File: config.mk
export PLATFORM = sky130hd
export DESIGN_NAME = branch_predictor_top
export DESIGN_NICKNAME = d
export VERILOG_FILES = /design/src/verilog/bp_pkg.sv /design/src/verilog/bp_lookup_if.sv /design/src/verilog/bp_update_if.sv /design/src/verilog/btb.sv /design/src/verilog/bimodal_predictor.sv /design/src/verilog/next_pc_select.sv /design/src/verilog/branch_predictor_top.sv
export SDC_FILE = /design/constraint.sdc
export NUM_CORES = 1
export LEC_CHECK = 0
export BUFFER_PORTS_ARGS = -buffer_cell sky130_fd_sc_hd__clkbuf_2
export CORE_ASPECT_RATIO = 1.25
export CORE_UTILIZATION = 55
export CTS_CLUSTER_SIZE = 10
export DETAILED_ROUTE_END_ITERATION = 12
export GPL_TIMING_DRIVEN = 0
export PLACE_DENSITY = 0.74
export REMOVE_ABC_BUFFERS = 1
export SKIP_CTS_REPAIR_TIMING = 1
export SYNTH_ARGS = -nofsm -noshare
export SYNTH_HDL_FRONTEND = slang
export SYNTH_SLANG_ARGS = --single-unit
File: constraint.sdc
create_clock -name clock -period 9.5 [get_ports clock]
set_clock_uncertainty 0.05 [all_clocks]
set_input_delay 1.9 -clock clock [delete_from_list [all_inputs] [get_ports clock]]
set_output_delay 1.9 -clock clock [all_outputs]
set_load 0.005 [all_outputs]
File: src/verilog/bp_pkg.sv
`default_nettype none

package bp_pkg;

   ////////////////////////////////////////////////////////////////////
   // Address layout
   ////////////////////////////////////////////////////////////////////

   localparam int xlen = 32;

   // Only address bits 15..2 are kept for index, tag and target
   localparam int addr_lo  = 2;
   localparam int addr_hi  = 15;
   localparam int tgt_bits = addr_hi - addr_lo + 1;

   typedef logic [xlen-1:0] pc_t;

   // Top bit set means predict taken
   typedef enum logic [1:0] {
      strong_not_taken = 2'd0,
      weak_not_taken   = 2'd1,
      weak_taken       = 2'd2,
      strong_taken     = 2'd3
   } ctr_state_e;

   ////////////////////////////////////////////////////////////////////
   // Width helpers
   ////////////////////////////////////////////////////////////////////

   function automatic int tag_width(input int idx_len);
      return tgt_bits - idx_len;
   endfunction

   function automatic int table_depth(input int idx_len);
      return 1 << idx_len;
   endfunction

   // Stored target field from a full address
   function automatic logic [tgt_bits-1:0] compress_target(input pc_t target);
      return target[addr_hi:addr_lo];
   endfunction

   // Back to a full address with zeros above bit 15 and in bits 1..0
   function automatic pc_t expand_target(input logic [tgt_bits-1:0] field);
      return {{(xlen - addr_hi - 1){1'b0}}, field, {addr_lo{1'b0}}};
   endfunction

endpackage

`default_nettype wire

File: src/verilog/bp_lookup_if.sv
`timescale 1ns/1ps
`default_nettype none

// One lookup slot carrying an address in and a prediction back
interface bp_lookup_if import bp_pkg::*; ();

   logic en;
   pc_t  pc;
   logic hit;
   pc_t  target;
   logic taken;

   modport requester (
      output en,
      output pc,
      input  hit,
      input  target,
      input  taken
   );

   modport btb_side (
      input  en,
      input  pc,
      output hit,
      output target
   );

   modport dir_side (
      input  en,
      input  pc,
      output taken
   );

endinterface

`default_nettype wire

File: src/verilog/bp_update_if.sv
`timescale 1ns/1ps
`default_nettype none

// One resolved branch coming back from execute
interface bp_update_if import bp_pkg::*; ();

   logic valid;
   pc_t  pc;
   pc_t  target;
   logic taken;

   modport source (
      output valid,
      output pc,
      output target,
      output taken
   );

   // Both prediction tables only listen
   modport tables (
      input valid,
      input pc,
      input target,
      input taken
   );

endinterface

`default_nettype wire

File: src/verilog/btb.sv
`timescale 1ns/1ps
`default_nettype none

module btb import bp_pkg::*; #(
   parameter int idx_len = 4
) (
   input logic           clock,
   input logic           reset,
   bp_lookup_if.btb_side rd0,
   bp_lookup_if.btb_side rd1,
   bp_update_if.tables   wr0,
   bp_update_if.tables   wr1
);

   localparam int tw    = tag_width(idx_len);
   localparam int depth = table_depth(idx_len);

   // Direct mapped storage
   logic [depth-1:0]    valid_q;
   logic [tw-1:0]       tag_mem [depth];
   logic [tgt_bits-1:0] tgt_mem [depth];

   function automatic logic [idx_len-1:0] index_of(input pc_t pc);
      return pc[addr_lo +: idx_len];
   endfunction

   function automatic logic [tw-1:0] tag_of(input pc_t pc);
      return pc[addr_hi -: tw];
   endfunction

   //////////////////////////////////////////////////////////////////////
   // Read ports
   //////////////////////////////////////////////////////////////////////

   logic [idx_len-1:0] rd0_idx;
   logic [idx_len-1:0] rd1_idx;
   logic               rd0_hit;
   logic               rd1_hit;

   assign rd0_idx = index_of(rd0.pc);
   assign rd1_idx = index_of(rd1.pc);

   assign rd0_hit = rd0.en && valid_q[rd0_idx] && (tag_mem[rd0_idx] == tag_of(rd0.pc));
   assign rd1_hit = rd1.en && valid_q[rd1_idx] && (tag_mem[rd1_idx] == tag_of(rd1.pc));

   assign rd0.hit    = rd0_hit;
   assign rd1.hit    = rd1_hit;
   // Miss returns zero
   assign rd0.target = rd0_hit ? expand_target(tgt_mem[rd0_idx]) : '0;
   assign rd1.target = rd1_hit ? expand_target(tgt_mem[rd1_idx]) : '0;

   //////////////////////////////////////////////////////////////////////
   // Write ports
   //////////////////////////////////////////////////////////////////////

   logic [idx_len-1:0] wr0_idx;
   logic [idx_len-1:0] wr1_idx;
   logic               wr0_en;
   logic               wr1_en;

   assign wr0_idx = index_of(wr0.pc);
   assign wr1_idx = index_of(wr1.pc);

   // Only taken branches allocate
   assign wr0_en = wr0.valid && wr0.taken;
   // Slot 0 wins a same index collision
   assign wr1_en = wr1.valid && wr1.taken && !(wr0_en && (wr1_idx == wr0_idx));

   always_ff @(posedge clock) begin
      if (reset) begin
         valid_q <= '0;
      end else begin
         if (wr0_en) begin
            valid_q[wr0_idx] <= 1'b1;
         end
         if (wr1_en) begin
            valid_q[wr1_idx] <= 1'b1;
         end
      end
   end

   // Tag and target payload
   always_ff @(posedge clock) begin
      if (wr0_en) begin
         tag_mem[wr0_idx] <= tag_of(wr0.pc);
         tgt_mem[wr0_idx] <= compress_target(wr0.target);
      end
      if (wr1_en) begin
         tag_mem[wr1_idx] <= tag_of(wr1.pc);
         tgt_mem[wr1_idx] <= compress_target(wr1.target);
      end
   end

endmodule

`default_nettype wire

File: src/verilog/bimodal_predictor.sv
`timescale 1ns/1ps
`default_nettype none

module bimodal_predictor import bp_pkg::*; #(
   parameter int idx_len = 4
) (
   input logic           clock,
   input logic           reset,
   bp_lookup_if.dir_side rd0,
   bp_lookup_if.dir_side rd1,
   bp_update_if.tables   up0,
   bp_update_if.tables   up1
);

   localparam int depth = table_depth(idx_len);

   // One untagged counter per index so aliases share it
   ctr_state_e ctr_q [depth];

   function automatic logic [idx_len-1:0] index_of(input pc_t pc);
      return pc[addr_lo +: idx_len];
   endfunction

   // Saturating step up on taken, down otherwise
   function automatic ctr_state_e train(input ctr_state_e state, input logic taken);
      ctr_state_e nxt;
      case (state)
         strong_not_taken: nxt = taken ? weak_not_taken : strong_not_taken;
         weak_not_taken:   nxt = taken ? weak_taken     : strong_not_taken;
         weak_taken:       nxt = taken ? strong_taken   : weak_not_taken;
         strong_taken:     nxt = taken ? strong_taken   : weak_taken;
      endcase
      return nxt;
   endfunction

   //////////////////////////////////////////////////////////////////////
   // Direction lookup
   //////////////////////////////////////////////////////////////////////

   ctr_state_e rd0_state;
   ctr_state_e rd1_state;

   assign rd0_state = ctr_q[index_of(rd0.pc)];
   assign rd1_state = ctr_q[index_of(rd1.pc)];

   assign rd0.taken = rd0.en && rd0_state[1];
   assign rd1.taken = rd1.en && rd1_state[1];

   //////////////////////////////////////////////////////////////////////
   // Training
   //////////////////////////////////////////////////////////////////////

   logic [idx_len-1:0] up0_idx;
   logic [idx_len-1:0] up1_idx;
   logic               up1_en;

   assign up0_idx = index_of(up0.pc);
   assign up1_idx = index_of(up1.pc);
   assign up1_en  = up1.valid && !(up0.valid && (up1_idx == up0_idx));

   always_ff @(posedge clock) begin
      if (reset) begin
         for (int i = 0; i < depth; i++) begin
            ctr_q[i] <= weak_not_taken;
         end
      end else begin
         if (up0.valid) begin
            ctr_q[up0_idx] <= train(ctr_q[up0_idx], up0.taken);
         end
         if (up1_en) begin
            ctr_q[up1_idx] <= train(ctr_q[up1_idx], up1.taken);
         end
      end
   end

endmodule

`default_nettype wire

File: src/verilog/next_pc_select.sv
`timescale 1ns/1ps
`default_nettype none

module next_pc_select import bp_pkg::*; (
   input  logic           fetch_en,
   input  pc_t            fetch_pc,
   bp_lookup_if.requester lk0,
   bp_lookup_if.requester lk1,
   output pc_t            next_pc,
   output logic [1:0]     predict_taken,
   output logic           predict_slot
);

   // Two 4 byte instructions per fetch
   localparam pc_t slot_bytes  = pc_t'(4);
   localparam pc_t fetch_bytes = pc_t'(8);

   logic [1:0] slot_taken;

   //////////////////////////////////////////////////////////////////////
   // Slot addresses
   //////////////////////////////////////////////////////////////////////

   assign lk0.en = fetch_en;
   assign lk1.en = fetch_en;
   assign lk0.pc = fetch_pc;
   assign lk1.pc = fetch_pc + slot_bytes;

   //////////////////////////////////////////////////////////////////////
   // Redirect choice
   //////////////////////////////////////////////////////////////////////

   // Needs both a target and a taken guess
   assign slot_taken[0] = lk0.hit && lk0.taken;
   assign slot_taken[1] = lk1.hit && lk1.taken;

   assign predict_taken = slot_taken;

   // Earliest taken slot in program order wins
   always_comb begin
      if (slot_taken[0]) begin
         next_pc      = lk0.target;
         predict_slot = 1'b0;
      end else if (slot_taken[1]) begin
         next_pc      = lk1.target;
         predict_slot = 1'b1;
      end else begin
         next_pc      = fetch_pc + fetch_bytes;
         predict_slot = 1'b0;
      end
   end

endmodule

`default_nettype wire

File: src/verilog/branch_predictor_top.sv
`timescale 1ns/1ps
`default_nettype none

module branch_predictor_top import bp_pkg::*; #(
   parameter int idx_len = 4
) (
   input  logic       clock,
   input  logic       reset,

   // Fetch side
   input  logic       fetch_en,
   input  pc_t        fetch_pc,

   // Resolved branch, slot 0
   input  logic       update_valid_0,
   input  pc_t        update_pc_0,
   input  pc_t        update_target_0,
   input  logic       update_taken_0,

   // Resolved branch, slot 1
   input  logic       update_valid_1,
   input  pc_t        update_pc_1,
   input  pc_t        update_target_1,
   input  logic       update_taken_1,

   // Prediction
   output pc_t        next_pc,
   output logic [1:0] predict_taken,
   output logic       predict_slot
);

   bp_lookup_if lk0 ();
   bp_lookup_if lk1 ();
   bp_update_if up0 ();
   bp_update_if up1 ();

   //////////////////////////////////////////////////////////////////////
   // Update ports onto the update buses
   //////////////////////////////////////////////////////////////////////

   assign up0.valid  = update_valid_0;
   assign up0.pc     = update_pc_0;
   assign up0.target = update_target_0;
   assign up0.taken  = update_taken_0;

   assign up1.valid  = update_valid_1;
   assign up1.pc     = update_pc_1;
   assign up1.target = update_target_1;
   assign up1.taken  = update_taken_1;

   //////////////////////////////////////////////////////////////////////
   // Blocks
   //////////////////////////////////////////////////////////////////////

   btb #(
      .idx_len (idx_len)
   ) u_btb (
      .clock (clock),
      .reset (reset),
      .rd0   (lk0),
      .rd1   (lk1),
      .wr0   (up0),
      .wr1   (up1)
   );

   bimodal_predictor #(
      .idx_len (idx_len)
   ) u_bimodal (
      .clock (clock),
      .reset (reset),
      .rd0   (lk0),
      .rd1   (lk1),
      .up0   (up0),
      .up1   (up1)
   );

   next_pc_select u_next_pc (
      .fetch_en      (fetch_en),
      .fetch_pc      (fetch_pc),
      .lk0           (lk0),
      .lk1           (lk1),
      .next_pc       (next_pc),
      .predict_taken (predict_taken),
      .predict_slot  (predict_slot)
   );

endmodule

`default_nettype wire

==> qor.csv <==
stage;metric;value;unit
critical_path;slowest cell on the critical path;sky130_fd_sc_hd__nor3_2;
route;initial DRC count;2226;
clocking;Inserted Clock Buffers;49;
logic_synthesis;post-synthesis cell area;27020;um2
logic_synthesis;post-synthesis register bit count;432;
die;floorplan row count;90;
sta;share of the clock period used by the worst path after layout;99.73;%
finish;Final Core Density;62.94;%
clocking;buffers from clock root to sink, at most;3;
route;WL per Instance;33.95;um
sta;shortest period the worst path allows;9.474;ns
die;Die Ht;249.8;um
global_routing;pin count of the biggest net entering global routing;82;
sta;RSZ-0062 raised after global routing;false;
critical_path;critical path type;in -> out;
critical_path;largest fanout on the critical path;67;
global_routing;initial antenna violation count;2;
logic_synthesis;adder and majority gate portion of the synthesized area;0.2408;%
place;post-DP HPWL;55330;um
place;number of buffers added on ports;129;
logic_synthesis;library cells used by synthesis;75;
sta;relative slew slack;17.17;%
logic_synthesis;Main synth FF type;sky130_fd_sc_hd__edfxtp_1;
global_routing;number of global-route vias before repair;18570;
power_and_ir_drop;maximum resistive drop on vdd;0.1404;mV
logic_synthesis;compound-gate portion of the synthesized area;5.293;%
power_and_ir_drop;leakage power total;9.719;nW
logic_synthesis;Synth Warn #;0;
clocking;cell at the root of the clock tree;sky130_fd_sc_hd__clkbuf_16;
die;io pins;202;
logic_synthesis;xor and xnor area share after synthesis;1.936;%
route;Detail Route Antenna Nets;0;
place;instance area after placement;29090;um2
clocking;CTS clock-pin slew for the worst setup and hold paths;0.06;ns
critical_path;worst path required time;7.55;ns
route;WL final;84500;um
finish;final net count;1997;
route;number of remaining DRC errors;0;
sta;highest clock rate;105.5;MHz
critical_path;crit-path max cell delay;0.98;ns
finish;synth-to-layout area growth;12.80;%
die;Die ar.;50020;um2
clocking;CTS HTree Levels;2;
critical_path;CP Capture Type;output pin;
die;starting utilization of the core area;55.80;%
critical_path;arrival time worst endpoint;7.52;ns
sta;Max Slew Vio Count;0;
sta;total count of hold-check failures in the final report;0;
logic_synthesis;FFs w/ async S/R, synth;0;%
flow_run;Max Cap Violations;0;
die;horizontal die dimension;200.2;um
logic_synthesis;multiplexer share of the synthesized area;37.26;%
sta;Least-Margin Pin Slew;1.242;ns
hold_path;worst min-delay path class;reg -> reg;
logic_synthesis;EDFF count, synth;416;
power_and_ir_drop;pwr dens;149.1;nW/um2
logic_synthesis;simple-gate share of the synthesized area;4.487;%
logic_synthesis;dominant combinational cell family by area after synthesis;multiplexers;
global_routing;total global routing track utilization;33.80;%
clocking;clock latency on the worst-skew pair;0.58;ns
route;total iterations of the first detailed-routing run;6;
status;run status;finished clean;
logic_synthesis;sequential element share of the synthesized area;47.42;%
route;routed vias;18370;
route;via density per instance;7.379;
logic_synthesis;mean cell area of the mapped netlist;15.18;um2
clocking;clock tree from TritonCTS;done;
place;routability congestion estimate;0.8888;
finish;final cell area excluding filler cells;30480;um2
critical_path;worst-path cell chain;clkbuf_8, buf_16, ha_1, a21boi_0, nor3_2, a22oi_1, and3_1, nor4b_2, and4_1, a31oi_1, o31ai_1, clkbuf_2;
global_routing;global-route wire length before repair;123200;um
global_routing;grt total ovfl;0;
sta;final-report setup violation count;0;
critical_path;Setup crit start kind;input pin;
finish;layout cells sized above 1;51.03;%
die;core box area;48420;um2
clocking;clk sinks;432;
logic_synthesis;synthesized netlist cell count;1780;
stage by stage:
stage / power, mW / instances / setup TNS [ns] / worst slack (ns) / hold WS (ns)
after floorplan: 2.611 / 1589 / -2.063 / -0.1173 / 0.4086
after global placement: 2.890 / 2362 / -328.25 / -8.235 / 0.4142
after detailed placement: 2.896 / 2416 / -0.3334 / -0.1778 / 0.4231
after CTS: 4.540 / 2481 / -0.5849 / -0.2611 / 0.4359
after global routing: 4.644 / 2486 / 0 / 0.03553 / 0.4638
final: 4.544 / 2489 / 0 / 0.02567 / 0.4379
critical path: cells and delay by family:
| kind | cells | cell delay [ns] |
|---|---|---|
| compound gates | 4 | 1.46 |
| fa+ha+maj | 1 | 0.44 |
| buf+inv | 3 | 1.04 |
| simple gates | 4 | 2.55 |
routing by layer:
layer | vias to the layer above | global-route usage [%] | share of wire [%]
li1 | 7370 | - | -
met1 | 9349 | 42.68 | 35
met2 | 1341 | 55.52 | 49
met3 | 307 | 5.471 | 9.5
met4 | 0 | 19.34 | 6.0
met5 | - | 0 | 0
Yosys cell counts, types with 15 or more instances:
library cell | n | area [um2]
sky130_fd_sc_hd__a211o_1 | 18 | 157.7
sky130_fd_sc_hd__a21oi_1 | 16 | 80.08
sky130_fd_sc_hd__a32o_1 | 16 | 160.2
sky130_fd_sc_hd__a32oi_1 | 17 | 148.9
sky130_fd_sc_hd__buf_2 | 41 | 205.2
sky130_fd_sc_hd__clkbuf_1 | 118 | 442.9
sky130_fd_sc_hd__dfxtp_1 | 16 | 320.3
sky130_fd_sc_hd__edfxtp_1 | 416 | 12490
sky130_fd_sc_hd__mux2_2 | 393 | 4425
sky130_fd_sc_hd__mux2i_1 | 26 | 260.3
sky130_fd_sc_hd__mux4_2 | 239 | 5383
sky130_fd_sc_hd__nand2_1 | 63 | 236.5
sky130_fd_sc_hd__nand3_1 | 22 | 110.1
sky130_fd_sc_hd__nor2_1 | 70 | 262.8
sky130_fd_sc_hd__nor2b_1 | 16 | 100.1
sky130_fd_sc_hd__nor3_1 | 15 | 75.07
sky130_fd_sc_hd__o21ba_2 | 16 | 160.2
sky130_fd_sc_hd__o22ai_1 | 16 | 100.1
sky130_fd_sc_hd__xnor2_1 | 33 | 289.0
sky130_fd_sc_hd__xor2_1 | 23 | 201.4
final cells by class:
type,count,area (um2)
Fill cell,3517,17940
Timing Repair Buffer,188,1819
Clock buffer,62,1296
Inverter,14,52.55
Clock inverter,3,25.02
Tap cell,644,805.8
Sequential cell,432,12810
Antenna cell,3,7.507
Multi-Input combinational cell,1143,13660
logic make-up (layout without fill, tap and decap cells):
| kind of cell | after synthesis | after routing |
|---|---|---|
| muxes | 658 | 658 |
| DFF | 432 | 432 |
| and+or+nand+nor | 244 | 244 |
| buffers and inverters | 205 | 267 |
| AOI/OAI and AO/OA | 177 | 177 |
| xor gates and xnor gates | 58 | 58 |
| adders and majority gates | 6 | 6 |
| other | 0 | 3 |
worst paths after layout:
path | startpoint | endpoint | slack, ns | depth (start not counted)
max reg2reg | u_bimodal.ctr_q[11][1] | u_bimodal.ctr_q[8][1] | 6.66 | 4
min reg2reg | u_btb.valid_q[5] | u_btb.valid_q[5] | 0.44 | 1
min | u_btb.valid_q[5] | u_btb.valid_q[5] | 0.44 | 1
max | fetch_pc[3] | next_pc[14] | 0.03 | 12
layout by cell type, fill, tap and decap left out, types with 17 or more instances in the layout:
master                      netlist  layout
sky130_fd_sc_hd__edfxtp_1       416     416
sky130_fd_sc_hd__mux2_2         393     393
sky130_fd_sc_hd__mux4_2         239     239
sky130_fd_sc_hd__clkbuf_2         3     126
sky130_fd_sc_hd__nand2_1         63      62
sky130_fd_sc_hd__nor2_1          70      58
sky130_fd_sc_hd__clkbuf_16        0      50
sky130_fd_sc_hd__xnor2_1         33      33
sky130_fd_sc_hd__mux2i_1         26      26
sky130_fd_sc_hd__xor2_1          23      23
sky130_fd_sc_hd__nand3_1         22      22
sky130_fd_sc_hd__buf_16           0      20
sky130_fd_sc_hd__buf_12           0      19
sky130_fd_sc_hd__a211o_1         18      18
sky130_fd_sc_hd__a32oi_1         17      17
sequential cells by signal (all words and copies together), names as in the netlist:
name / count
u_btb.tgt_mem: 224
u_btb.tag_mem: 160
u_btb.valid_q: 16
u_bimodal.ctr_q: 32
where the power goes:
group / switching [mW] / leakage (nW) / internal (mW)
clock network: 0.729 / 0.643 / 0.941
logic: 0.386 / 5.19 / 0.323
registers: 0.0242 / 3.89 / 2.14
total: 1.14 / 9.72 / 3.40
Power figures use the tool's default switching activity.
